<file path="src/include/cube_defs.svh">
// Bus widths, raster timing and pixel clock ratio for the display subsystem.
`ifndef CUBE_DEFS_SVH
`define CUBE_DEFS_SVH

//////////////////////////////
// Bus widths.
//////////////////////////////

// Word address into the VRAM.
`define CUBE_ADDR_W 15
// One VRAM word holds one RGB565 pixel.
`define CUBE_DATA_W 16
`define CUBE_BYTE_W 8
// Output color, six bits per channel.
`define CUBE_RGB_W  18

//////////////////////////////
// Raster timing, in pixels and lines.
//////////////////////////////

`define CUBE_H_ACTIVE 16
`define CUBE_H_FRONT  2
`define CUBE_H_SYNC   4
`define CUBE_H_BACK   2
`define CUBE_H_TOTAL  (`CUBE_H_ACTIVE + `CUBE_H_FRONT + `CUBE_H_SYNC + `CUBE_H_BACK)

`define CUBE_V_ACTIVE 8
`define CUBE_V_FRONT  1
`define CUBE_V_SYNC   2
`define CUBE_V_BACK   1
`define CUBE_V_TOTAL  (`CUBE_V_ACTIVE + `CUBE_V_FRONT + `CUBE_V_SYNC + `CUBE_V_BACK)

// Clock cycles per pixel, also the length of one arbiter window.
`define CUBE_PIX_DIV 4

`endif

</file>
<file path="src/rtl/cube_pkg.sv">
// Shared struct types for the host bus, the VRAM controls and display fetches.
`include "cube_defs.svh"

package cube_pkg;

  //////////////////////////////
  // Host side.
  //////////////////////////////

  // Byte access from the SPI slave.
  // Rd and wr are one-cycle strobes.
  typedef struct packed {
    logic                     rd;
    logic                     wr;
    logic [`CUBE_ADDR_W:0]    addr;
    logic [`CUBE_BYTE_W-1:0]  wdata;
  } byte_acc_t;

  // Word request toward the arbiter.
  // Be is one bit per byte lane, bit 0 is the low byte.
  typedef struct packed {
    logic                     en;
    logic                     rd;
    logic                     wr;
    logic [1:0]               be;
    logic [`CUBE_ADDR_W-1:0]  addr;
    logic [`CUBE_DATA_W-1:0]  wdata;
  } mpu_req_t;

  //////////////////////////////
  // Memory and display side.
  //////////////////////////////

  // VRAM controls, all active high inside the chip.
  typedef struct packed {
    logic                     en;
    logic                     rd;
    logic                     wr;
    logic [1:0]               be;
    logic [`CUBE_ADDR_W-1:0]  addr;
    logic [`CUBE_DATA_W-1:0]  wdata;
  } vram_pins_t;

  // Pixel fetch, req pulses once per pixel.
  typedef struct packed {
    logic                     req;
    logic [`CUBE_ADDR_W-1:0]  addr;
  } disp_fetch_t;

endpackage

</file>
<file path="src/rtl/vga_scanout.sv">
// Raster counters, sync, pixel fetch addressing and RGB565 to RGB666 output.
`timescale 1ns/1ps
`include "cube_defs.svh"

module vga_scanout (
  input  logic                     clk,
  input  logic                     rst_n,
  output cube_pkg::disp_fetch_t    fetch,
  input  logic [`CUBE_DATA_W-1:0]  pix_data,
  input  logic                     pix_valid,
  output logic                     hsync,
  output logic                     vsync,
  output logic [`CUBE_RGB_W-1:0]   rgb
);

  localparam int AW     = `CUBE_ADDR_W;
  localparam int H_TOT  = `CUBE_H_TOTAL;
  localparam int V_TOT  = `CUBE_V_TOTAL;
  localparam int H_SS   = `CUBE_H_ACTIVE + `CUBE_H_FRONT;
  localparam int H_SE   = H_SS + `CUBE_H_SYNC;
  localparam int V_SS   = `CUBE_V_ACTIVE + `CUBE_V_FRONT;
  localparam int V_SE   = V_SS + `CUBE_V_SYNC;
  localparam int DIV_W  = $clog2(`CUBE_PIX_DIV);
  localparam int H_W    = $clog2(H_TOT);
  localparam int V_W    = $clog2(V_TOT);

  logic [DIV_W-1:0]        div;
  logic                    pix_end;
  logic [H_W-1:0]          hcnt;
  logic [V_W-1:0]          vcnt;
  logic [H_W-1:0]          h_n;
  logic [V_W-1:0]          v_n;
  logic [V_W-1:0]          v_inc;
  logic [H_W-1:0]          h_t;
  logic [V_W-1:0]          v_t;
  logic [`CUBE_DATA_W-1:0] pix_buf;
  logic [`CUBE_RGB_W-1:0]  rgb_next;

  assign pix_end = (div == DIV_W'(`CUBE_PIX_DIV - 1));

  // Raster position of the next pixel period.
  assign v_inc = (vcnt == V_W'(V_TOT - 1)) ? '0 : vcnt + 1'b1;
  assign h_n   = (hcnt == H_W'(H_TOT - 1)) ? '0 : hcnt + 1'b1;
  assign v_n   = (hcnt == H_W'(H_TOT - 1)) ? v_inc : vcnt;

  //////////////////////////////
  // Fetch addressing.
  //////////////////////////////

  // Target is two periods on: the next one is the fetch window,
  // the one after shows the pixel.
  always_comb begin
    if (hcnt >= H_W'(H_TOT - 2)) begin
      h_t = hcnt - H_W'(H_TOT - 2);
      v_t = v_inc;
    end else begin
      h_t = hcnt + H_W'(2);
      v_t = vcnt;
    end
  end

  // Pulse in the last cycle of the period, as the arbiter window closes.
  assign fetch.req  = pix_end && (h_t < `CUBE_H_ACTIVE) && (v_t < `CUBE_V_ACTIVE);
  assign fetch.addr = AW'(v_t) * AW'(`CUBE_H_ACTIVE) + AW'(h_t);

  // Repeat the top bit of red and blue, green is already six bits.
  assign rgb_next = {pix_buf[15:11], pix_buf[15], pix_buf[10:5],
                     pix_buf[4:0], pix_buf[4]};

  always_ff @(posedge clk) begin
    if (pix_valid) begin
      pix_buf <= pix_data;
    end
  end

  //////////////////////////////
  // Counters and outputs.
  //////////////////////////////

  // Reset lands two pixels before the frame so its first fetch is in time.
  always_ff @(posedge clk or negedge rst_n) begin
    if (!rst_n) begin
      div   <= '0;
      hcnt  <= H_W'(H_TOT - 2);
      vcnt  <= V_W'(V_TOT - 1);
      hsync <= 1'b1;
      vsync <= 1'b1;
      rgb   <= '0;
    end else begin
      div <= pix_end ? '0 : div + 1'b1;
      if (pix_end) begin
        hcnt  <= h_n;
        vcnt  <= v_n;
        // Sync low only inside its window.
        hsync <= !((h_n >= H_SS) && (h_n < H_SE));
        vsync <= !((v_n >= V_SS) && (v_n < V_SE));
        rgb   <= ((h_n < `CUBE_H_ACTIVE) && (v_n < `CUBE_V_ACTIVE)) ? rgb_next : '0;
      end
    end
  end

endmodule

</file>
<file path="config.mk">
export PLATFORM = sky130hd
export DESIGN_NAME = vga_scanout
export DESIGN_NICKNAME = d
export VERILOG_FILES = /design/src/rtl/cube_pkg.sv /design/src/rtl/vga_scanout.sv
export VERILOG_INCLUDE_DIRS = /design/src /design/src/include
export SDC_FILE = /design/constraint.sdc
export NUM_CORES = 1
export LEC_CHECK = 0
export BUFFER_PORTS_ARGS = -buffer_cell sky130_fd_sc_hd__buf_2
export CAP_MARGIN = 20
export CORE_ASPECT_RATIO = 0.9
export CORE_MARGIN = 2
export CORE_UTILIZATION = 40
export CTS_CLUSTER_SIZE = 16
export DETAILED_ROUTE_END_ITERATION = 7
export HOLD_SLACK_MARGIN = 0.03
export PLACE_DENSITY = 0.68
export SLEW_MARGIN = 20
export SYNTH_ARGS = -nofsm -noshare
export SYNTH_HDL_FRONTEND = slang
export SYNTH_SLANG_ARGS = --single-unit
</file>
<file path="constraint.sdc">
create_clock -name clk -period 8.4 [get_ports clk]
set_input_delay 2.52 -clock clk [delete_from_list [all_inputs] [get_ports clk]]
set_output_delay 2.52 -clock clk [all_outputs]
set_load 0.005 [all_outputs]
</file>
After elaboration in Yosys (flattened, before gate mapping)
Index checks and enable logic that the tools add are counted.
- output and inout bits: 36
- bits of input ports: 19
- register bits: 47
- logic and storage cells: 39
- $lt $le $gt $ge: 9
- reductions and logical operators: 7
- $add $sub $neg: 6
- multiplexer cells: 7
- eq/ne operators: 3
- operator list (operator ; number):
    $mux 18 ; 1
    $lt 5x5->1 const B ; 3
    $lt 4x4->1 const B ; 3
    $mux 4 ; 3
    $ge 5x5->1 const B ; 2
    $mux 5 ; 2
    $add 8x5->9 ; 1
    $add 5x1->5 const B ; 1
    $add 5x2->5 const B ; 1
    $eq 5x5->1 const B ; 1
    $logic_and 1x1->1 ; 5
    $sub 5x5->5 const B ; 1
    $add 4x1->4 const B ; 1
    $eq 4x4->1 const B ; 1
    $ge 4x4->1 const B ; 1
    $add 2x1->2 const B ; 1
    $eq 2x2->1 const B ; 1
    $logic_not 1->1 ; 2
    $mux 2 ; 1

Logic depth before layout (Yosys ltp)
Gate-level depths: netlist of run 1.
- depth in word-level cells: 6
- gate-level depth with buffers: 10

Least setup slack after synthesis of run 1
Ideal clock, no wire load.
- kind: register to output
- start: register hcnt[0]
- end: output port fetch[7] (netlist name)
- setup slack: 3661 ps
- stages on the path, launching flop included: 11
- arrival: 2219 ps
- cell sequence: dfrtp_1 inv_1 ha_1 a211o_1 nand2_1 mux2_2 ha_1 nand2_1 nor3b_1 o31ai_1 a22oi_1
- RTL lines (element ; RTL line ; source):
    start: declaration ; vga_scanout.sv:29 ; logic [H_W-1:0] hcnt;
    start signal: assignment ; vga_scanout.sv:84 ; hcnt <= H_W'(H_TOT - 2);
    start signal: assignment ; vga_scanout.sv:92 ; hcnt <= h_n;
    end: declaration ; vga_scanout.sv:8 ; output cube_pkg::disp_fetch_t fetch,

==> impl_results.md, run 1 <==
* Final instance area at between 2000 and 3000 um^2
* Tcrit/Tclk final at about 64%
* Largest net degree at the start of global routing at 30
* Post-DP HPWL at between 2000 and 3000 um
* CTS Buffer Depth at 2
* Area leader, netlist: dfrtp_1
* GRT Resource Usage Total at 13.4%
* GPL Wtd Cong at approximately 0.83
* Yosys reg bits at 45
* Crit end category: output port
* Placed Area at roughly 2500 um^2
* Drt total wl at between 3000 and 4000 um
* CTS Hold Bufs at 0
* Core Area at around 5600 um^2
* Avg Inst Size Synth at 12.1 um^2
* Vias per cell at roughly 5.2
* Post-CTS sizing at 0
* Number of post-CTS setup repair buffers at 0
* Final slew viol count at 0
* Worst-path clk slew at ~0.080 ns
* Worst Skew at between 0.007 and 0.008 ns
* Leakage at about 1.1 nW
* Post-synth ARST share at roughly 64%
* Post-route core utilization at 45.5%
* Reg2Reg Setup Slack at 5.65 ns
* Worst r2r dst: rgb[1]$_DFFE_PN0P_
* Placed Cells at 290
* CTS H-tree depth at 2
* Hold worst-path end: div[0]$_DFF_PN0_
* CTS tree: built
* Synth top area share at 23.0%
* Synth warnings at 0
* Initial Util at between 40% and 50%
* CP max stage delay at around 0.43 ns
* Pwr/cell area at around 150 nW/um^2
* Slew @ Worst Pin at 0.726 ns
* Crit-path cells: inv_1 > ha_1 > a211oi_1 > o21ai_0 > o21ai_0 > ha_1 > nand2_1 > nor4b_1 > o31ai_1 > a22oi_1 > buf_2
* DRT Pass-1 Iters at 4
* Worst Hold Depth at 1
* Mapped Cells at 189
* Post-DR wirelength/cell at ~13 um
* Maximum fanout along the worst path at 6
* Worst r2r path cells at 5
* Via count at approximately 1500
* Total CTS buffers at 5
* Die height at ~76 um
* Worst IR Drop VDD at between 0.1 and 0.15 mV
* Grt ovf at 0
* Top FF cell, synth: dfrtp_1
* Highest Clock Rate at roughly 0.19 GHz
* Post-DRT Antenna Nets at 0
* Worst-skew pair later-pin latency at roughly 0.29 ns
* # IOs at 55
* Arr. time, crit path at approximately 2.9 ns
* Initial antenna violation count at 0
* Post-synth top cells: 21 x dfrtp_1, 16 x a22o_1, 16 x edfxtp_1
* Die area at 6330 um^2
* CTS Root Cell: clkbuf_8
* Synth area leaders: dfrtp_1 23%, edfxtp_1 21%, dfstp_2 9.2%
* Clk sinks at 45
* Final #Nets at 254
* Max-Cap Viols at 0
* Ant diodes at 0
* First-pass GRT wire length at 6800 um
* Clock period minus worst slack at approximately 5.4 ns
* Outcome: finished, final reports clean
* Worst setup SP type: register
* RSZ-0062 raised after global routing: false
* Die X at 83.6 um
* Hold Crit Class: register to register
* Synth cell types at 54
* DRC viols at 0
* Rel. slew slack at between 50% and 60%
* Number of global-route vias before repair at ~1400
* Count of non-filler cells in the finished layout at around 300
* Row Count at 26
* HP Start: div[0]$_DFF_PN0_
* Setup violations, final at 0
* Mapped cell area at roughly 2300 um^2
* Port Buffers at between 40 and 50
* Layout cells sized above 1 at 32.0%
* Worst setup path class: register to output port
* Reg-to-reg startpoint: div[0]$_DFF_PN0_
* Post-synthesis sequential area ratio at 53.3%
* DR iter-0 viols at 86
* Slowest cell on the critical path: dfrtp_1
* Number of synthesized flops with an enable pin at 16
* Setup TNS at 0 ns
* CP required at between 5 and 6 ns
* P&R area growth vs syn at 11.5%
* Fill cell count at 544
* Most common cell in the synthesized netlist: dfrtp_1
* Final Hold Fails at 0
flip-flops by register name, summed over array words and instances, names as in the netlist:
| signal | cells |
|---|---|
| div | 2 |
| hcnt | 5 |
| pix_buf | 16 |
| vcnt | 4 |
| rgb | 16 |
| hsync | 1 |
| vsync | 1 |
power by group:
| part | switching, mW | internal [mW] |
|---|---|---|
| Combinational | 0.00983 | 0.0120 |
| Sequential | 0.00475 | 0.240 |
| Clock | 0.0629 | 0.0590 |
worst max-delay path: cells and delay by family (launching register included):
family,cells,cell delay (ns)
DFF,1,0.43
AOI/OAI and AO/OA,5,0.98
adders and majority gates,2,0.49
and+or+nand+nor,2,0.44
buffers and inverters,2,0.23
how the worst max path moves through the flow:
stage / startpoint / end / slack [ns] / depth (start not counted)
CTS: hcnt[0]$_DFFE_PN0P_ / fetch[7] / 3.04 / 11
finish: hcnt[0]$_DFFE_PN0P_ / fetch[7] / 3.03 / 11
floorplan: hcnt[0]$_DFFE_PN0P_ / fetch[7] / 3.66 / 10
global route: hcnt[0]$_DFFE_PN0P_ / fetch[7] / 2.76 / 11
detailed placement: hcnt[0]$_DFFE_PN0P_ / fetch[7] / 3.37 / 11
global placement: hcnt[0]$_DFFE_PN0P_ / fetch[7] / 3.46 / 11
layer usage:
layer	track usage [%]	vias up	wire (um)
met1	18.5	717	1950
li1	-	763	-
met5	0	-	0
met4	3.76	0	29
met3	4.23	4	266
met2	20.9	61	1730
layout by cell type (no fill, tap or decap), types with 2 or more instances in the layout:
cell / netlist / final
inv_1: 6 / 6
dfrtp_1: 21 / 21
xor2_1: 2 / 2
o21ai_0: 10 / 10
ha_1: 8 / 8
a21oi_1: 7 / 7
o31ai_1: 2 / 2
nand2_1: 7 / 7
nand2b_1: 3 / 3
a22o_1: 16 / 16
edfxtp_1: 16 / 16
xnor2_1: 4 / 4
clkbuf_8: 0 / 5
nand3_1: 3 / 3
mux2_2: 6 / 6
a21boi_0: 2 / 2
conb_1: 1 / 6
dfstp_2: 8 / 8
nand4b_1: 2 / 2
nand3b_1: 2 / 2
buf_2: 1 / 48
nor2_1: 10 / 10
a31oi_1: 3 / 3
clkbuf_1: 7 / 3
per-stage QoR:
stage	hold WS, ns	worst slack, ns	power [mW]
after floorplan	0.403	3.66	0.259
final	0.424	3.03	0.389
after CTS	0.428	3.04	0.397
after global placement	0.414	3.46	0.272
after global routing	0.445	2.76	0.407
after detailed placement	0.417	3.37	0.272
logic make-up after synthesis:
family                     synth area share, %
and+or+nand+nor                           9.10
muxes                                     3.40
DFF                                       53.3
buffers and inverters                     8.33
AOI/OAI and AO/OA                         19.0
xor gates and xnor gates                  2.30
other                                    0.164
adders and majority gates                 4.39
area by class of cell:
type	count	area [um^2]	area share (%)
inverter	7	26.3	1.03
multi-input combinational	120	895	35.2
sequential	45	1220	47.8
timing repair buffer	48	240	9.44
clock buffer	8	80.1	3.15
tap	70	87.6	3.44
Power figures use the tool's default switching activity.
==> run 2: changes to the inputs <==
clock period = 5.4 ns   (was 8.4 ns; I/O delays follow)
==> run 2 against run 1 <==
Worst hold slack improved by 0.00077 ns. Register-to-register slack got worse by 3.0 ns. Sequential cell count unchanged. Largest cell class unchanged.
==> impl_results.md, run 2 (synthesis results as in run 1) <==
* CP required at 3.78 ns
* CTS Root Cell: clkbuf_8
* Number of post-CTS setup repair buffers at 0
* P&R area growth vs syn at 11.5%
* Die X at approximately 84 um
* CTS Buffer Depth at 2
* Met1 usage at 18.5%
* Final #Nets at roughly 250
* Pwr/cell area at around 240 nW/um^2
* Grt peak-use layer: met2
* Die area at between 6000 and 7000 um^2
* Tcrit/Tclk final at 83.2%
* Worst hold slack at about 0.43 ns
* Worst r2r dst: rgb[1]$_DFFE_PN0P_
* Setup TNS at 0 ns
* Top Registers: pix_buf: 16 flops, rgb: 16 flops, hcnt: 5 flops
* Largest net degree at the start of global routing at 30
* Rel. slew slack at between 50% and 60%
* Clk sinks at 45
* Final slew viol count at 0
* DRC viols at 0
* Initial antenna violation count at 0
* Leakage at between 1 and 1.5 nW
* Worst Skew at 0.00555 ns
* Outcome: finished, final reports clean
* Worst r2r path cells at 5
* Slew @ Worst Pin at approximately 0.74 ns
* Placed Cells at a little under 300
* Fill cell count at 534
* Total CTS buffers at 5
* Worst-skew pair later-pin latency at between 0.2 and 0.3 ns
* Worst Hold Depth at 1
* Clock period minus worst slack at between 4 and 5 ns
* Row Count at 26
* Drt total wl at roughly 4000 um
* GPL Wtd Cong at around 0.83
* CTS H-tree depth at 2
* Hold worst-path end: div[0]$_DFF_PN0_
* Highest Clock Rate at between 0.2 and 0.25 GHz
* Reg-to-reg startpoint: div[0]$_DFF_PN0_
* Met3 Usage GRT at 3.90%
* Post-CTS sizing at 0
* First-pass GRT wire length at 7040 um
* # IOs at 55
* Grt ovf at 0
* Most common cell after layout, fill and taps aside: buf_2
* DRT Pass-1 Iters at 4
* Worst IR Drop VDD at about 0.2 mV
* Arr. time, crit path at about 2.9 ns
* Post-DP HPWL at 2770 um
* Reg2Reg Setup Slack at around 2.6 ns
* Via count at ~1500
* Final Hold Fails at 0
* Worst-path clk slew at about 0.080 ns
* Layout cells sized above 1 at 32.0%
* Die height at 75.7 um
* CTS Hold Bufs at 0
* Vias per cell at 5.11
* Hold Crit Class: register to register
* Worst setup path class: register to output port
* Port Buffers at 48
* RSZ-0062 raised after global routing: false
* Initial Util at between 40% and 50%
* CTS tree: built
* GRT Resource Usage Total at 13.8%
* Count of non-filler cells in the finished layout at slightly below 300
* Maximum fanout along the worst path at 6
* DR iter-0 viols at 80
* Core Area at 5600 um^2
* Most frequent cells in the layout: 48 x buf_2, 21 x dfrtp_1, 16 x a22o_1, 16 x edfxtp_1
* HP Start: div[0]$_DFF_PN0_
* Crit end category: output port
* Setup violations, final at 0
* Grt met2 use at between 20% and 30%
* Number of global-route vias before repair at about 1500
* Ant diodes at 0
* Worst setup SP type: register
* Post-DR wirelength/cell at approximately 14 um
* Post-DRT Antenna Nets at 0
* Max-Cap Viols at 0
run 2: cell counts in the layout (fill, tap and decap cells not counted):
No cell type changed its count.
run 2: critical path, cell delays in order (launching register included):
cell and delay (ns):
dfrtp_1 0.43, inv_1 0.09, ha_1 0.21, a211o_1 0.30, nand2_1 0.20, mux2_2 0.37, ha_1 0.23, nand2_1 0.13
xnor2_1 0.09, a311oi_1 0.29, a22oi_1 0.10, buf_2 0.14
run 2: power breakdown:
part | switching, mW | internal [mW]
Clock | 0.0991 | 0.0919
Combinational | 0.0153 | 0.0186
Sequential | 0.00759 | 0.374
Total | 0.122 | 0.484
run 2: cell type report:
type | count | area (um^2) | share of cell area (%)
timing repair buffer | 48 | 240 | 9.44
multi-input combinational | 120 | 895 | 35.2
tap | 70 | 87.6 | 3.44
sequential | 45 | 1220 | 47.8
clock buffer | 8 | 80.1 | 3.15
inverter | 7 | 26.3 | 1.03
run 2: worst max-delay path by stage:
stage / startpoint / to / slack (ns)
final: hcnt[0]$_DFFE_PN0P_ / fetch[7] / 0.91
after CTS: hcnt[0]$_DFFE_PN0P_ / fetch[7] / 0.91
after floorplan: hcnt[0]$_DFFE_PN0P_ / fetch[7] / 1.56
after detailed placement: hcnt[0]$_DFFE_PN0P_ / fetch[7] / 1.25
after global placement: hcnt[0]$_DFFE_PN0P_ / fetch[7] / 1.36
after global routing: hcnt[2]$_DFFE_PN1P_ / fetch[7] / 0.64
run 2: metrics by stage:
step	worst slack (ns)	area, um^2	total power, mW	util [%]
floorplan	1.56	2300	0.403	-
global placement	1.36	2460	0.422	44.1
detailed placement	1.25	2460	0.423	44.1
CTS	0.913	2540	0.616	45.5
global route	0.640	2540	0.634	45.5
finish	0.910	2540	0.606	45.5
run 2: per-layer routing:
layer / routed length [um] / share of wire [%]
met1: 2010 / 50
met2: 1720 / 43
met3: 243 / 6.0
met4: 51 / 1.3
met5: 0 / 0
==> run 3: changes to the inputs <==
ABC_AREA = 1   (was default)
clock period = 4.45 ns   (was 5.4 ns; I/O delays follow)
==> run 3 against run 2 <==
Clock power grew 32%. Critical path depth is the same. Synthesized cell count grew 22%. Total power grew 24%. Sequential power grew 21%. Non-clock buffer count grew 1. Critical endpoint is now fetch[6]. Area after synthesis shrank 5.0%.
==> impl_results.md, run 3 <==
* Worst hold slack at between 0.4 and 0.5 ns
* Maximum fanout along the worst path at 7
* Area leader, netlist: dfrtp_1
* Slowest cell on the critical path: dfstp_2
* # IOs at 55
* DR iter-0 viols at between 100 and 150
* Post-DP HPWL at approximately 2800 um
* Synth Area in Adders at about 4.6%
* Total CTS buffers at 5
* Switch share at between 20% and 30%
* Multiplexer area fraction after synthesis at 0%
* Int Power at around 0.58 mW
* Die X at about 82 um
* Mapped Cells at 231
* Most common cell in the synthesized netlist: nand2_1
* Leakage at between 1 and 1.5 nW
* Outcome: finished, final reports clean
* Synth cell types at 32
* Initial antenna violation count at 0
* Number of post-CTS setup repair buffers at 0
* Highest Clock Rate at between 0.2 and 0.3 GHz
* Fill cell count at about 520
* Post-synth ARST share at roughly 64%
* Hold Crit Class: register to register
* Layout cells sized above 1 at between 20% and 30%
* Top FF cell, synth: dfrtp_1
* Post-CTS sizing at 0
* Clk sinks at between 40 and 50
* First-pass GRT wire length at 6620 um
* Setup violations, final at 0
* Flop pwr share at 61.3%
* GPL Wtd Cong at 0.887
* Number of global-route vias before repair at between 1000 and 1500
* Synth Area in Compound Gates at under 10%
* Synth top area share at 24.2%
* Synth warnings at 0
* Pre-CTS setup slack at between 0.9 and 1 ns
* Overall power at roughly 0.75 mW
* Clock power share at about 34%
* Crit end category: output port
* DRT Pass-1 Iters at 4
* Top Registers: pix_buf: 16 flops, rgb: 16 flops, hcnt: 5 flops
* Rel. slew slack at between 50% and 60%
* GRT Resource Usage Total at ~15%
* Avg Inst Size Synth at ~9.4 um^2
* Post-DRT Antenna Nets at 0
* Die height at 73.8 um
* Setup TNS at 0 ns
* Vias per cell at ~4.6
* Final slew viol count at 0
* Tcrit/Tclk final at between 80% and 90%
* Pwr/cell area at 303 nW/um^2
* Clock period minus worst slack at 3.77 ns
* Largest net degree at the start of global routing at 31
* Worst-skew pair later-pin latency at approximately 0.30 ns
* Worst Skew at ~0.0095 ns
* Setup ws final at slightly below 0.7 ns
* Worst setup SP type: register
* Post-DR wirelength/cell at approximately 12 um
* DRC viols at 0
* CTS Hold Bufs at 0
* Most frequent cells in the layout: 75 x nand2_1, 48 x buf_2, 27 x nand3_1
* Post-route core utilization at a little under half
* Combinational power share at 5.2%
* Row Count at 25
* Via count at between 1500 and 2000
* Most common cell after layout, fill and taps aside: nand2_1
* Initial Util at between 40% and 50%
* Yosys reg bits at 45
* Post-synthesis sequential area ratio at between 50 and 60%
* Slew @ Worst Pin at about 0.63 ns
* Die area at roughly 6000 um^2
* Final #Nets at just over 300
* Arr. time, crit path at 2.43 ns
* Worst path most repeated cell: ha_1
* Worst IR Drop VDD at approximately 0.27 mV
* RSZ-0062 raised after global routing: false
* CTS Root Cell: clkbuf_8
* Synth area leaders: dfrtp_1 24%, edfxtp_1 22%, nand2_1 13%
* Drt total wl at approximately 4000 um
* CTS Buffer Depth at 2
* Grt ovf at 0
* CP max stage delay at about 0.61 ns
* CP required at around 3.1 ns
* Reg2Reg Setup Slack at between 2 and 3 ns
* Crit-path cells: ha_1 > nor2_1 > nand2_1 > nand2_1 > inv_1 > a22oi_1 > ha_1 > ha_1 > inv_1 > xor2_1 > buf_2
* P&R area growth vs syn at 14.9%
* Max-Cap Viols at 0
* CTS tree: built
* Post-synth top cells: 75 x nand2_1, 27 x nand3_1, 21 x dfrtp_1
* Worst-path clk slew at 0.08 ns
* Mapped cell area at approximately 2200 um^2
* CTS H-tree depth at 2
* Worst setup path class: register to output port
* Post-Synth Simple-Gate Area at 24.1%
* Psw at 0.171 mW
* Ant diodes at 0
* Number of synthesized flops with an enable pin at 16
* Final Hold Fails at 0
* Core Area at between 5000 and 6000 um^2
* Port Buffers at 48
* Xor/xnor share of the synthesized area at 1.21%
* Largest family of logic cells by synthesized area: simple AND/OR/NAND/NOR gates
==> run 3: cell count changes after synthesis, moves of 3 or more <==
cell,before,now
nand2_1,7,75
nand3_1,3,27
a22o_1,16,0
inv_1,6,17
mux2_2,6,0
clkbuf_1,7,2
a21oi_1,7,3
nor2_1,10,6
a31oi_1,3,0
nand2b_1,3,0
nand4_1,0,3
xnor2_1,4,1
==> run 3: path summary, 6_finish.rpt <==
kind                                     startpoint             endpoint  cells after the start
worst max-delay path            hcnt[2]$_DFFE_PN1P_             fetch[6]                     11
worst min-delay path               div[0]$_DFF_PN0_     div[0]$_DFF_PN0_                      1
worst max register to register  hcnt[1]$_DFFE_PN1P_   rgb[2]$_DFFE_PN0P_                      6
worst min register to register     div[0]$_DFF_PN0_     div[0]$_DFF_PN0_                      1
max in group asynchronous                     rst_n  rgb[15]$_DFFE_PN0P_                      1
min in group asynchronous                     rst_n   rgb[7]$_DFFE_PN0P_                      1
==> run 3: critical path, delay by kind of cell, from the launching register on <==
family / cells / cell delay [ns]
buffers and inverters: 3 / 0.36
adders and majority gates: 3 / 0.64
AOI/OAI and AO/OA: 1 / 0.11
xor gates and xnor gates: 1 / 0.13
DFF: 1 / 0.61
and+or+nand+nor: 3 / 0.29
==> run 3: metal layers <==
layer,wire [um],GRT usage (%)
met5,0,0
met4,45,5.56
met3,218,4.30
met2,1750,23.0
met1,1960,19.1
==> run 3: kinds of logic after synthesis <==
kind of cell	after synthesis
AND/OR/NAND/NOR	120
flip-flops	45
buffers and inverters	34
AO/OA/AOI/OAI	20
adder cells (fa/ha/maj)	8
XOR/XNOR	3
other	1
==> run 3: per-stage QoR <==
step           std cells  instance area [um^2]
3_5_place_dp         337                  2400
2_1_floorplan        236                  2190
4_1_cts              345                  2490
3_3_place_gp         337                  2400
5_1_grt              345                  2490
6_report             345                  2490
==> run 3: layout make-up <==
class / instances / area [um^2] / share of cell area, %
Sequential cell: 45 / 1220 / 48.8
Clock buffer: 5 / 68.8 / 2.76
Timing Repair Buffer: 49 / 248 / 9.95
Multi-Input combinational cell: 157 / 782 / 31.4
Inverter: 19 / 71.3 / 2.86
Tap cell: 67 / 83.8 / 3.37
Clock inverter: 3 / 20.0 / 0.804
==> run 3: power groups by stage <==
stage | Combinational (mW) | Clock [mW] | Sequential, mW
final | 0.0393 | 0.252 | 0.462
after global routing | 0.0461 | 0.277 | 0.465
after CTS | 0.0405 | 0.265 | 0.463
after detailed placement | 0.0408 | 0 | 0.471
after global placement | 0.0395 | 0 | 0.471
after floorplan | 0.0158 | 0 | 0.471
