### config.mk
export PLATFORM = sky130hd
export DESIGN_NAME = vram_arbiter
export DESIGN_NICKNAME = d
export VERILOG_FILES = /design/src/rtl/cube_pkg.sv /design/src/rtl/vram_arbiter.sv
export VERILOG_INCLUDE_DIRS = /design/src /design/src/include
export SDC_FILE = /design/constraint.sdc
export NUM_CORES = 1
export LEC_CHECK = 0
export BUFFER_PORTS_ARGS = -buffer_cell sky130_fd_sc_hd__buf_2
export CAP_MARGIN = 40
export CORE_MARGIN = 4
export CORE_UTILIZATION = 45
export CTS_BUF_LIST = sky130_fd_sc_hd__clkbuf_16
export CTS_CLUSTER_DIAMETER = 30
export DETAILED_ROUTE_END_ITERATION = 8
export HOLD_SLACK_MARGIN = 0.1
export PLACE_DENSITY = 0.76
export SLEW_MARGIN = 20
export SYNTH_ARGS = -nofsm -noshare
export SYNTH_HDL_FRONTEND = slang
export SYNTH_SLANG_ARGS = --single-unit
### constraint.sdc
create_clock -name clk -period 1.6 [get_ports clk]
set_input_delay 0.16 -clock clk [delete_from_list [all_inputs] [get_ports clk]]
set_output_delay 0.16 -clock clk [all_outputs]
set_load 0.005 [all_outputs]
### src/include/cube_defs.svh
// Bus widths, raster timing and pixel clock ratio for the display subsystem.
`ifndef CUBE_DEFS_SVH
`define CUBE_DEFS_SVH

//////////////////////////////
// Bus widths.
//////////////////////////////

// Word address into the VRAM.
`define CUBE_ADDR_W 15
// One VRAM word holds one RGB565 pixel.
`define CUBE_DATA_W 16
`define CUBE_BYTE_W 8
// Output color, six bits per channel.
`define CUBE_RGB_W  18

//////////////////////////////
// Raster timing, in pixels and lines.
//////////////////////////////

`define CUBE_H_ACTIVE 16
`define CUBE_H_FRONT  2
`define CUBE_H_SYNC   4
`define CUBE_H_BACK   2
`define CUBE_H_TOTAL  (`CUBE_H_ACTIVE + `CUBE_H_FRONT + `CUBE_H_SYNC + `CUBE_H_BACK)

`define CUBE_V_ACTIVE 8
`define CUBE_V_FRONT  1
`define CUBE_V_SYNC   2
`define CUBE_V_BACK   1
`define CUBE_V_TOTAL  (`CUBE_V_ACTIVE + `CUBE_V_FRONT + `CUBE_V_SYNC + `CUBE_V_BACK)

// Clock cycles per pixel, also the length of one arbiter window.
`define CUBE_PIX_DIV 4

`endif

### src/rtl/cube_pkg.sv
// Shared struct types for the host bus, the VRAM controls and display fetches.
`include "cube_defs.svh"

package cube_pkg;

  //////////////////////////////
  // Host side.
  //////////////////////////////

  // Byte access from the SPI slave.
  // Rd and wr are one-cycle strobes.
  typedef struct packed {
    logic                     rd;
    logic                     wr;
    logic [`CUBE_ADDR_W:0]    addr;
    logic [`CUBE_BYTE_W-1:0]  wdata;
  } byte_acc_t;

  // Word request toward the arbiter.
  // Be is one bit per byte lane, bit 0 is the low byte.
  typedef struct packed {
    logic                     en;
    logic                     rd;
    logic                     wr;
    logic [1:0]               be;
    logic [`CUBE_ADDR_W-1:0]  addr;
    logic [`CUBE_DATA_W-1:0]  wdata;
  } mpu_req_t;

  //////////////////////////////
  // Memory and display side.
  //////////////////////////////

  // VRAM controls, all active high inside the chip.
  typedef struct packed {
    logic                     en;
    logic                     rd;
    logic                     wr;
    logic [1:0]               be;
    logic [`CUBE_ADDR_W-1:0]  addr;
    logic [`CUBE_DATA_W-1:0]  wdata;
  } vram_pins_t;

  // Pixel fetch, req pulses once per pixel.
  typedef struct packed {
    logic                     req;
    logic [`CUBE_ADDR_W-1:0]  addr;
  } disp_fetch_t;

endpackage

### src/rtl/vram_arbiter.sv
// Time-slot VRAM arbiter for display fetches and host accesses.
`timescale 1ns/1ps
`include "cube_defs.svh"

module vram_arbiter (
  input  logic                     clk,
  input  logic                     rst_n,
  input  cube_pkg::mpu_req_t       host,
  output logic [`CUBE_DATA_W-1:0]  host_rdata,
  output logic                     host_valid,
  input  cube_pkg::disp_fetch_t    fetch,
  output logic [`CUBE_DATA_W-1:0]  pix_data,
  output logic                     pix_valid,
  output cube_pkg::vram_pins_t     pins,
  input  logic [`CUBE_DATA_W-1:0]  vram_rdata
);

  localparam int SLOT_W = $clog2(`CUBE_PIX_DIV);
  localparam logic [SLOT_W-1:0] SLOT_LAST = SLOT_W'(`CUBE_PIX_DIV - 1);

  logic [SLOT_W-1:0]       slot;
  logic                    host_pend;
  logic                    h_go;
  logic                    h_stb;
  logic                    fetch_pend;
  logic                    disp_win;
  logic                    d_go;
  logic                    d_stb;
  logic [`CUBE_ADDR_W-1:0] fetch_addr;
  logic [`CUBE_ADDR_W-1:0] disp_addr;
  cube_pkg::mpu_req_t      hq;
  cube_pkg::mpu_req_t      cur;

  // A request can start in the cycle it shows up.
  assign cur   = host.en ? host : hq;
  // Display owns slots 0 and 1 of a window it was granted.
  assign d_go  = disp_win && (slot == '0);
  assign d_stb = disp_win && (slot == SLOT_W'(1));
  // Host starts on even slots only, so its strobe never crosses a window.
  assign h_go  = (host.en || host_pend) && !slot[0] && !d_go;

  //////////////////////////////
  // Slot and grant state.
  //////////////////////////////

  always_ff @(posedge clk or negedge rst_n) begin
    if (!rst_n) begin
      slot       <= '0;
      host_pend  <= 1'b0;
      h_stb      <= 1'b0;
      fetch_pend <= 1'b0;
      disp_win   <= 1'b0;
      host_valid <= 1'b0;
      pix_valid  <= 1'b0;
    end else begin
      slot  <= (slot == SLOT_LAST) ? '0 : slot + 1'b1;
      h_stb <= h_go;
      if (h_go) begin
        host_pend <= 1'b0;
      end else if (host.en) begin
        host_pend <= 1'b1;
      end
      // Grant the next window to a fetch seen in this one.
      if (slot == SLOT_LAST) begin
        disp_win   <= fetch_pend | fetch.req;
        fetch_pend <= 1'b0;
      end else if (fetch.req) begin
        fetch_pend <= 1'b1;
      end
      host_valid <= h_stb;
      pix_valid  <= d_stb;
    end
  end

  // Request payload and read data.
  always_ff @(posedge clk) begin
    if (host.en) begin
      hq <= host;
    end
    if (fetch.req) begin
      fetch_addr <= fetch.addr;
    end
    if (slot == SLOT_LAST) begin
      disp_addr <= fetch.req ? fetch.addr : fetch_addr;
    end
    // SRAM data is sampled at the end of the strobe cycle.
    if (h_stb) begin
      host_rdata <= vram_rdata;
    end
    if (d_stb) begin
      pix_data <= vram_rdata;
    end
  end

  //////////////////////////////
  // Pin drive.
  //////////////////////////////

  always_comb begin
    pins = '0;
    if (d_go || d_stb) begin
      // Full-word display read.
      pins.en   = 1'b1;
      pins.rd   = d_stb;
      pins.be   = 2'b11;
      pins.addr = disp_addr;
    end else if (h_go) begin
      // Address setup, no strobe yet.
      pins.en    = 1'b1;
      pins.be    = cur.be;
      pins.addr  = cur.addr;
      pins.wdata = cur.wdata;
    end else if (h_stb) begin
      pins.en    = 1'b1;
      pins.rd    = hq.rd;
      pins.wr    = hq.wr;
      pins.be    = hq.be;
      pins.addr  = hq.addr;
      pins.wdata = hq.wdata;
    end
  end

  // A host write strobe never lands in a display slot.
  a_no_wr_disp: assert property (@(posedge clk) disable iff (!rst_n)
    (d_go || d_stb) |-> !(h_stb && hq.wr))
    else $error("write during a display slot");

  a_one_host: assert property (@(posedge clk) disable iff (!rst_n)
    host.en |-> !(host_pend || h_stb))
    else $error("host request while another is pending");

endmodule

# --- Word-level counts from Yosys, hierarchy flattened ---
# Cells that the tools add are included.
totals:
  ff_bits: 105
  wordCells: 46
  in_bits: 70
classes:
  muxes: 15
  n_eq_ne: 2
  bitwise: 1
  add_sub_neg: 1
  reduce_logical: 11
ops:
  columns: ["cell", "count"]
  rows:
  - ["$mux W33", 2]
  - ["$mux W36", 1]
  - ["$mux W17", 1]
  - ["$mux W16", 1]
  - ["$mux W15", 1]
  - ["$mux W1", 6]
  - ["$mux W2", 3]
  - ["$logic_and A1 B1 Y1", 4]
  - ["$reduce_bool A2 Y1", 2]
  - ["$add A2 B1 Y2 const B", 1]
  - ["$eq A2 B1 Y1 const B", 1]
  - ["$eq A2 B2 Y1 const B", 1]
  - ["$logic_not A1 Y1", 2]
  - ["$logic_not A2 Y1", 1]
  - ["$logic_or A1 B1 Y1", 2]
  - ["$or A1 B1 Y1", 1]

# --- Longest topological paths before layout ---
# Gate-level depths: netlist (run 1).
logic_depth:
  depth_word: 6
  ltp_mapped: 7

# --- Worst setup path after synthesis (run 1) ---
# No wires, ideal clock.
synth_timing:
  path_kind: "register to output"
  from: "reg h_stb"
  to: "out pins[0] in the netlist's numbering"
  required_ns: 1.440
  t_arrival_ns: 1.481
  slack_ns: -0.041
  path_buffers: 2
  stages_incl_launch_ff: 5
  path_cell_list: "dfrtp_1 buf_2 clkbuf_1 o211ai_1 a21oi_1"
synth_rtl:
  columns: ["item", "line_no", "rtl"]
  rows:
  - ["from (decl)", "vram_arbiter.sv:24", "logic h_stb;"]
  - ["from (signal assigned)", "vram_arbiter.sv:57", "h_stb <= h_go;"]
  - ["to (decl)", "vram_arbiter.sv:14", "output cube_pkg::vram_pins_t pins,"]

==> qor_table.md, run 1 <==
| Parameter | Reported |
|---|---|
| Most area-consuming cells after synthesis | edfxtp_1 (36%), dfxtp_1 (23%), mux2_2 (13%), o211ai_1 (6.0%), dfrtp_1 (4.8%) |
| Count of maximum capacitance violations | 0 |
| Wire length reported by the detailed router | 12100 um |
| Worst-case clock skew | 0.00953 ns |
| Setup violators final | 36 |
| Share of cell area taken by muxes after synthesis | 13.1% |
| Final slew viol count | 0 |
| Highest clock rate | 0.480 GHz |
| Post-synth ARST share | 7.62% |
| Library cell used as clock root buffer | clkbuf_16 |
| Crit end category | primary output |
| Fin cells | 656 |
| Top-level port count | 140 |
| Met3 routed WL | 805 um |
| Core footprint | 8810 um2 |
| Die outline height | 104 um |
| Clock tree from TritonCTS | built |
| Highest fanout seen on the critical path | 8 |
| Basic-gate share of the synthesized area counting and, or, nand and nor cells | 9.51% |
| Via count of the first global-routing pass | 3803 |
| Overall die area | 10800 um2 |
| Cts bufs inserted | 9 |
| Violations in the final reports | setup timing |
| Latest clock arrival within the worst-skew pair | 0.34 ns |
| Synthesis warning total | 0 |
| Reg clk slew, reported paths | 0.08 ns |
| Routed Antenna Nets | 0 |
| Initial DRT Pass Iterations | 5 |
| Total Power Consumption | 5700 uW |
| Post-route clock period utilization | 130% |
| Placed wire-length estimate after detailed placement | 7350 um |
| Last weighted congestion value of the routability-driven placer | 0.750 |
| Adder-cell share of the synthesized area | 0.909% |
| Global route overflow | 0 |
| Inserted Diodes | 0 |
| Layout filler cell count | 615 |
| Post-Syn Nets | 393 |
| Actual transition at the worst max-transition pin | 0.394 ns |
| Via density per instance | 5.45 |
| Wl on met1 | 4550 um |
| Final #Nets | 616 |
| Post-detailed-route DRC marker count | 0 |
| Total number of vias | 3578 |
| Count of mapped cells out of synthesis | 320 |
| Register area share after synthesis | 63.7% |
| Most frequent standard cell in the layout excluding fill and tap cells | buf_2 |
| Clock buffer depth | 2 |
| Mapped cell area | 4130 um2 |
| RSZ-0062 raised after global routing | true |
| Wire length of the first global-routing pass | 19100 um |
| Static Leakage | 0.00254 uW |
| Power density of the placed cells | 909 nW/um2 |
| Result of the run | complete, but fails checks |
| Die X-Extent | 104 um |
| Fin worst setup slack | -0.481 ns |
| Number of distinct standard cells referenced by the synthesized netlist | 26 |
| Number of flops mapped to enable cells by yosys | 49 |
| Worst Setup Path Type | reg -> out |
| Mapped Avg Cell Area | 12.9 um2 |
| Pin count of the biggest net entering global routing | 33 |
| Hold Vio Cnt, Final | 0 |
| Final core utilization | 71.3% |
| Min Clock Period, post-route | 2.08 ns |
| Highest routing layer actually used | met4 |
| Summed negative setup slack over all endpoints | -14.36 ns |
| Violation count after the first detailed-route iteration | 213 |
| Fraction of synthesized cell area in xor and xnor cells | 0% |
| Cell taking the most area after synthesis | edfxtp_1 |
| Top flip-flop cell by instance count after synthesis | edfxtp_1 |
| Endpoint required time on the critical path | 1.44 ns |
| I/O Buffers | 139 |
| Final routed wire length divided by cell count | 18.5 um |
| Worst ir drop on vdd | 845 uV |
| Main combinational cell family by area after synthesis | multiplexers |
| Slew headroom | 73.7% |
| Number of storage elements in the synthesis netlist | 105 |
| Most frequent cells in the layout | buf_2 (140), dlygate4sd3_1 (67), edfxtp_1 (49) |
| Fraction of post-synthesis cell area in the top cell type by area | 35.6% |
| CTS H-tree depth | 3 |
| Synth-to-layout area growth | 52.0% |
| Arrival time worst endpoint | 1.92 ns |
| Clock sinks | 105 |
| Cells after DPL | 566 |
| Met2 wire length | 6420 um |
| GRT Overall Usage | 21.8% |
| Share of cells above drive strength 1 | 47.8% |
| Compound-cell area share of the yosys netlist | 8.94% |
| Kind of start point of the critical path | register |
| HP Class | in -> async |
| Starting utilization of the core area | 46.9% |
| Number of antenna violations at the first check in global routing | 0 |
| Row cnt | 34 |
[repair_timing]
action | 4_1_cts | 5_1_grt
gates cloned | 1 | 2
hold buffers | 67 | 0
endpoints found under the hold margin | 90 | 0
endpoints found under the setup margin | 36 | 36
setup buffers | 2 | 2
resized for setup | 19 | 13
pin swaps | 6 | 3
[through the flow]
| stage | cell area [um2] | worst slack (ns) | hold WS [ns] |
|---|---|---|---|
| after floorplan | 4140 | 0.00512 | -0.136 |
| after global placement | 5100 | -0.0780 | 0.0198 |
| after detailed placement | 5100 | -0.112 | 0.0236 |
| after CTS | 6160 | -0.407 | 0.189 |
| after global routing | 6280 | -0.568 | 0.200 |
| final | 6280 | -0.481 | 0.190 |
[worst max-delay path, stage by stage (launching register included)]
cell,delay (ns)
dfrtp_1,0.37
inv_2,0.06
ha_2,0.21
o21ai_4,0.28
clkbuf_16,0.22
nand3_1,0.07
o211ai_1,0.22
buf_2,0.15
[per-layer routing]
layer / track usage [%] / vias to the layer above
li1: - / 1652
met1: 24.8 / 1718
met2: 40.2 / 174
met3: 4.48 / 34
met4: 7.60 / 0
met5: 0 / -
[path summary, 6_finish.rpt]
path                                  startpoint                      to  slack (ns)  depth (start not counted)
setup / recovery               slot[1]$_DFF_PN0_                pins[29]       -0.48                          7
hold / removal                             rst_n    host_valid$_DFF_PN0_        0.19                          2
setup reg to reg               slot[0]$_DFF_PN0_    disp_win$_DFFE_PN0N_        0.21                          6
hold reg to reg            fetch_addr[3]$_DFF_P_   fetch_addr[3]$_DFF_P_        0.48                          1
max in group asynchronous                  rst_n         h_stb$_DFF_PN0_        1.21                          2
min in group clk                       fetch[15]  fetch_pend$_DFFE_PN0P_        0.33                          3
[cells in the mapped netlist (5+ instances only)]
cell      number
dfxtp_1       48
buf_2         15
o211ai_1      33
edfxtp_1      49
nor2_1         6
mux2_2        48
dfrtp_1        8
a21oi_1       17
clkbuf_1       7
nand2_1       19
nand4_1       15
buf_4          5
nand3_1       34
[area by class of cell]
cell class              count  area [um2]  share of cell area [%]
flip-flops and latches    105        2630                    42.0
repair buffers            240        1760                    28.0
multi-input cells         185        1450                    23.1
clock buffers               9         225                    3.59
well taps                 108         135                    2.15
clock inverters             7        70.1                    1.12
inverters                   2        7.51                   0.120
[registers in the layout, indices dropped and copies added, names as in the netlist]
register	cells
fetch_pend	1
host_valid	1
disp_win	1
slot	2
h_stb	1
hq	35
pix_data	16
host_pend	1
fetch_addr	15
pix_valid	1
host_rdata	16
disp_addr	15
[logic make-up after synthesis]
| logic type | Yosys count |
|---|---|
| and+or+nand+nor | 79 |
| DFF | 105 |
| adders and majority gates | 3 |
| muxes | 48 |
| buffers and inverters | 30 |
| AOI/OAI and AO/OA | 55 |
[report_power, final]
| part | switching [uW] | total (uW) | internal (uW) |
|---|---|---|---|
| sequential | 64.8 | 3020 | 2950 |
| clock | 1030 | 2130 | 1100 |
| combinational | 222 | 555 | 332 |
| total | 1320 | 5700 | 4380 |
No activity file was read; power rests on OpenSTA's default activity.
==> run 2: changes to the inputs <==
--- a/config.mk
+++ b/config.mk
@@ -13,8 +13,10 @@
 export CTS_BUF_LIST = sky130_fd_sc_hd__clkbuf_16
 export CTS_CLUSTER_DIAMETER = 30
 export DETAILED_ROUTE_END_ITERATION = 8
+export GPL_TIMING_DRIVEN = 0
 export HOLD_SLACK_MARGIN = 0.1
 export PLACE_DENSITY = 0.76
+export SETUP_SLACK_MARGIN = 0.05
 export SLEW_MARGIN = 20
 export SYNTH_ARGS = -nofsm -noshare
 export SYNTH_HDL_FRONTEND = slang
==> run 2 against run 1 <==
Compared with the run above:
- the flow still finishes with violations (setup timing)
- critical path depth down 1
- non-clock buffer count rose by 6
- global-route usage fell by 0.12 points
- first-iteration DRC count decreased by 27%
- critical endpoint is now pins[21]
==> qor_table.md, run 2 (same netlist as run 1, synthesis figures left out) <==
| Parameter | Reported |
|---|---|
| Violation count after the first detailed-route iteration | 156 |
| Critical path buffers and inverters | 2 |
| Stages on the worst setup path | 6 |
| Kind of start point of the critical path | register |
| RSZ-0062 raised after global routing | true |
| Wire length reported by the detailed router | 11600 um |
| Most frequent standard cell in the layout excluding fill and tap cells | buf_2 |
| Overall die area | 10800 um2 |
| Initial DRT Pass Iterations | 4 |
| Global route overflow | 0 |
| Number of antenna violations at the first check in global routing | 0 |
| Core footprint | 8810 um2 |
| Placed wire-length estimate after detailed placement | 7390 um |
| GRT Overall Usage | 21.6% |
| I/O Buffers | 138 |
| Slowest CP cell | dfrtp_2 |
| HP Class | in -> async |
| Highest fanout seen on the critical path | 10 |
| Post-detailed-route DRC marker count | 0 |
| Result of the run | complete, but fails checks |
| Count of maximum capacitance violations | 0 |
| Worst hold slack | 0.188 ns |
| Most frequent cells in the layout | buf_2 (147), dlygate4sd3_1 (68), edfxtp_1 (49) |
| Worst-path cell chain | ha_2 -> o21ai_4 -> buf_6 -> nand3_1 -> o211ai_1 -> buf_2 |
| Worst Setup Path Type | reg -> out |
| Post-detailed-placement cell area | 4980 um2 |
| Fin cells | 662 |
| Via density per instance | 5.32 |
| Total number of vias | 3523 |
| Synth-to-layout area growth | 49.4% |
| Crit path max-delay family | compound AO/OA/AOI/OAI gates |
| Cells on worst reg2reg path | 2 |
| Highest clock rate | 0.477 GHz |
| Summed negative setup slack over all endpoints | -14.48 ns |
| Final slew viol count | 0 |
| Last weighted congestion value of the routability-driven placer | 0.776 |
| Pin count of the biggest net entering global routing | 20 |
| Die outline height | 104 um |
| Starting utilization of the core area | 46.9% |
| Share of cells above drive strength 1 | 46.6% |
| Clock sinks | 105 |
| Final routed wire length divided by cell count | 17.5 um |
| CTS H-tree depth | 3 |
| Row cnt | 34 |
| Top-level port count | 140 |
| Arrival time worst endpoint | 1.93 ns |
| Cts bufs inserted | 9 |
| Finished layout cell area | 6170 um2 |
| Multi-input logic area | 1400 um2 |
| Library cell used as clock root buffer | clkbuf_16 |
| Final #Nets | 622 |
| Reg clk slew, reported paths | 0.08 ns |
| Worst-case clock skew | 0.00753 ns |
| Via count of the first global-routing pass | 3735 |
| Regs by FF count | hq x35, host_rdata x16, pix_data x16 |
| Register containing the most flip-flops in the final layout | hq |
| Power density of the placed cells | 922 nW/um2 |
| Cells after DPL | 566 |
| Post-route clock period utilization | 131% |
| Slew headroom | 67.1% |
| Max FFs per register | 35 |
| Violations in the final reports | setup timing |
| Final core utilization | 70.1% |
| Clock tree from TritonCTS | built |
| Worst ir drop on vdd | 530 uV |
| Setup violators final | 36 |
| Routed Antenna Nets | 0 |
| Wire length of the first global-routing pass | 18900 um |
| Inserted Diodes | 0 |
| Clock buffer depth | 2 |
| Fin worst setup slack | -0.495 ns |
| Actual transition at the worst max-transition pin | 0.493 ns |
| Crit path largest cell delay | 0.44 ns |
| Static Leakage | 0.00253 uW |
| Endpoint required time on the critical path | 1.44 ns |
| Hold Vio Cnt, Final | 0 |
| Layout filler cell count | 625 |
| Latest clock arrival within the worst-skew pair | 0.34 ns |
| Crit end category | primary output |
| Die X-Extent | 104 um |
| Sequential cell area | 2640 um2 |
| Min Clock Period, post-route | 2.09 ns |
## run 2: cell count changes in the layout (fill, tap and decap cells not counted), moves of 2 or more
| cell | previous run | this run |
|---|---|---|
| clkbuf_2 | 0 | 3 |
| clkbuf_8 | 0 | 2 |
| a21oi_2 | 12 | 1 |
| buf_12 | 6 | 0 |
| buf_6 | 7 | 11 |
| clkbuf_16 | 11 | 9 |
| buf_2 | 140 | 147 |
| buf_4 | 18 | 13 |
| a21oi_1 | 5 | 16 |
## run 2: final cells by class
| cell class | count | share of cell area [%] |
|---|---|---|
| plain buffers | 28 | 3.79 |
| clock buffers | 9 | 3.65 |
| clock inverters | 7 | 0.994 |
| inverters | 2 | 0.122 |
| multi-input cells | 185 | 22.7 |
| flip-flops and latches | 105 | 42.7 |
| well taps | 108 | 2.19 |
| repair buffers | 218 | 23.8 |
## run 2: per-layer routing
layer / track usage [%] / wire length (um)
met1: 27.0 / 4730
met2: 36.8 / 5890
met3: 6.65 / 809
met4: 5.13 / 142
met5: 0 / 0
## run 2: power by group
part / leakage [uW] / total, uW / switching, uW / internal, uW
Clock: 0.000144 / 2110 / 1020 / 1090
Sequential: 0.000968 / 3020 / 62.0 / 2950
Combinational: 0.00142 / 565 / 221 / 344
Total: 0.00253 / 5690 / 1310 / 4390
## run 2: what timing repair did
| action | CTS | global route |
|---|---|---|
| endpoints found under the setup margin | 69 | 36 |
| gates resized for setup | 43 | 2 |
| hold buffers | 68 | 0 |
| gates cloned | 1 | 0 |
| pin swaps | 28 | 9 |
| buffers inserted | 9 | 2 |
| hold endpoints to repair | 92 | 0 |
## run 2: metrics by stage
step	setup WS, ns	power, uW
5_1_grt	-0.545	5930
3_3_place_gp	-0.347	3430
2_1_floorplan	0.0533	3290
4_1_cts	-0.455	5700
6_report	-0.495	5690
3_5_place_dp	-0.434	3460
## run 2: path summary, 6_finish.rpt
path / startpoint / to / slack (ns)
worst min-delay path: rst_n / fetch_pend$_DFFE_PN0P_ / 0.19
max in group asynchronous: rst_n / h_stb$_DFF_PN0_ / 1.21
worst min register to register: fetch_addr[11]$_DFF_P_ / fetch_addr[11]$_DFF_P_ / 0.48
min in group clk: fetch[15] / fetch_addr[3]$_DFF_P_ / 0.19
worst max-delay path: slot[0]$_DFF_PN0_ / pins[21] / -0.49
worst max register to register: slot[0]$_DFF_PN0_ / disp_addr[3]$_DFFE_PN_ / 0.19
==> run 3: changes to the inputs <==
--- a/config.mk
+++ b/config.mk
@@ -8,7 +8,7 @@
 export LEC_CHECK = 0
 export BUFFER_PORTS_ARGS = -buffer_cell sky130_fd_sc_hd__buf_2
 export CAP_MARGIN = 40
-export CORE_MARGIN = 4
+export CORE_MARGIN = 3
 export CORE_UTILIZATION = 45
 export CTS_BUF_LIST = sky130_fd_sc_hd__clkbuf_16
 export CTS_CLUSTER_DIAMETER = 30
==> run 3 against run 2 <==
Compared with the run above:
- the flow still finishes with violations (setup timing)
- critical path depth unchanged
- clock power fell by 2%
- total power shrank 0.95%
- global-route usage grew 0.45 points
- sequential power is essentially flat
- via count fell by 0.48%
- wire length decreased by 1.6%
==> qor_table.md, run 3 (same netlist as run 1, synthesis figures left out) <==
| Parameter | Reported |
|---|---|
| Cts bufs inserted | 9 |
| Post-route clock period utilization | 129% |
| Last weighted congestion value of the routability-driven placer | 0.750 |
| Most common cell on crit path | buf_2 |
| Kind of start point of the critical path | register |
| Arrival time worst endpoint | 1.91 ns |
| Reg2reg setup slack | 0.13 ns |
| Library cell used as clock root buffer | clkbuf_16 |
| GRT Overall Usage | 22.1% |
| Violation count after the first detailed-route iteration | 156 |
| Inserted Diodes | 0 |
| Violations in the final reports | setup timing |
| Most frequent cells in the layout | buf_2 (148), dlygate4sd3_1 (68), edfxtp_1 (49) |
| I/O Buffers | 138 |
| Static Leakage | 0.00252 uW |
| Finished layout cell area | 6150 um2 |
| Hold Vio Cnt, Final | 0 |
| Slowest CP cell | dfrtp_2 |
| Setup violators final | 36 |
| Actual transition at the worst max-transition pin | 0.457 ns |
| Final #Nets | 622 |
| Via count of the first global-routing pass | 3637 |
| Routed Antenna Nets | 0 |
| Terminus of the critical flop-to-flop path | pix_data[13]$_DFFE_PP_ |
| Highest fanout seen on the critical path | 6 |
| Final routed wire length divided by cell count | 17.2 um |
| Clock buffer depth | 2 |
| Initial DRT Pass Iterations | 4 |
| Cells on worst reg2reg path | 3 |
| Regs by FF count | hq x35, host_rdata x16, pix_data x16 |
| Latest clock arrival within the worst-skew pair | 0.34 ns |
| Pin count of the biggest net entering global routing | 20 |
| Fin cells | 662 |
| Crit path largest cell delay | 0.43 ns |
| Clock tree from TritonCTS | built |
| Post-detailed-placement cell area | 4980 um2 |
| Most frequent standard cell in the layout excluding fill and tap cells | buf_2 |
| Worst ir drop on vdd | 600 uV |
| Global route overflow | 0 |
| Final core utilization | 69.9% |
| Starting utilization of the core area | 46.9% |
| CTS H-tree depth | 3 |
| Post-detailed-route DRC marker count | 0 |
| Synth-to-layout area growth | 49.0% |
| Row cnt | 34 |
| Endpoint required time on the critical path | 1.44 ns |
| Top-level port count | 140 |
| Cells after DPL | 566 |
| Wire length reported by the detailed router | 11400 um |
| Number of antenna violations at the first check in global routing | 0 |
| Core footprint | 8810 um2 |
| Via density per instance | 5.30 |
| Clock sinks | 105 |
| Die outline height | 102 um |
| Worst hold slack | 0.188 ns |
| Worst Setup Path Type | reg -> out |
| Result of the run | complete, but fails checks |
| Count of maximum capacitance violations | 0 |
| Wire length of the first global-routing pass | 17600 um |
| Slew headroom | 69.5% |
| Min Clock Period, post-route | 2.07 ns |
| Sequential cell area | 2640 um2 |
| HP Class | in -> async |
| Max FFs per register | 35 |
| Layout filler cell count | 604 |
| Fin worst setup slack | -0.469 ns |
| Summed negative setup slack over all endpoints | -14.02 ns |
| Reg clk slew, reported paths | 0.08 ns |
| Overall die area | 10400 um2 |
| Share of cells above drive strength 1 | 46.4% |
| RSZ-0062 raised after global routing | true |
| Die X-Extent | 102 um |
| Highest clock rate | 0.483 GHz |
| Total number of vias | 3506 |
| Register containing the most flip-flops in the final layout | hq |
| Power density of the placed cells | 916 nW/um2 |
| Worst-case clock skew | 0.0104 ns |
| Worst-path cell chain | ha_2 -> o21ai_4 -> buf_2 -> nand3_1 -> o211ai_1 -> buf_2 |
| Worst r2r src | slot[1]$_DFF_PN0_ |
| Multi-input logic area | 1400 um2 |
| Final slew viol count | 0 |
| Placed wire-length estimate after detailed placement | 7240 um |
| Crit end category | primary output |
-- run 3: cell type report --
class                   count  share of cell area [%]
repair buffers            218                    23.8
plain buffers              28                    3.68
well taps                 108                    2.20
flip-flops and latches    105                    42.9
clock inverters             7                   0.915
multi-input cells         185                    22.7
clock buffers               9                    3.66
inverters                   2                   0.122
-- run 3: routing by layer --
metal | global-route usage [%] | part of all wire (%) | up-vias | wire (um)
met1 | 26.5 | 40 | 1689 | 4520
met3 | 4.55 | 6.4 | 22 | 726
li1 | - | - | 1666 | -
met5 | 0 | 0 | - | 0
met2 | 39.2 | 52 | 129 | 5900
met4 | 7.77 | 2.1 | 0 | 235
-- run 3: how the worst max path moves through the flow --
stage	from	to	slack [ns]
6_report	slot[0]$_DFF_PN0_	pins[26]	-0.47
5_1_grt	slot[0]$_DFF_PN0_	pins[17]	-0.54
4_1_cts	slot[0]$_DFF_PN0_	pins[30]	-0.42
3_5_place_dp	h_stb$_DFF_PN0_	pins[31]	-0.41
3_3_place_gp	h_stb$_DFF_PN0_	pins[15]	-0.34
2_1_floorplan	slot[0]$_DFF_PN0_	pins[5]	0.05
-- run 3: timing repair --
item | in CTS | in global routing
endpoints found under the hold margin | 92 | 0
hold buffers | 68 | 0
cloned | 3 | 1
pin swaps | 31 | 9
resized for setup | 42 | 2
endpoints found under the setup margin | 69 | 38
setup buffers | 8 | 0
-- run 3: stage by stage --
| step | worst slack, ns | total power, uW |
|---|---|---|
| final | -0.469 | 5640 |
| after detailed placement | -0.407 | 3460 |
| after floorplan | 0.0533 | 3290 |
| after CTS | -0.417 | 5680 |
| after global placement | -0.345 | 3430 |
| after global routing | -0.537 | 5840 |
-- run 3: critical path: cells and delay by family (launching register included) --
family,cells,cell delay (ns)
AOI/OAI and AO/OA,2,0.46
adders and majority gates,1,0.22
buffers and inverters,2,0.37
DFF,1,0.43
and+or+nand+nor,1,0.10
-- run 3: report_power, final --
group	internal, uW	switching (uW)	leakage (uW)
combinational	341	222	0.00142
sequential	2950	59.2	0.000968
clock	1070	989	0.000135
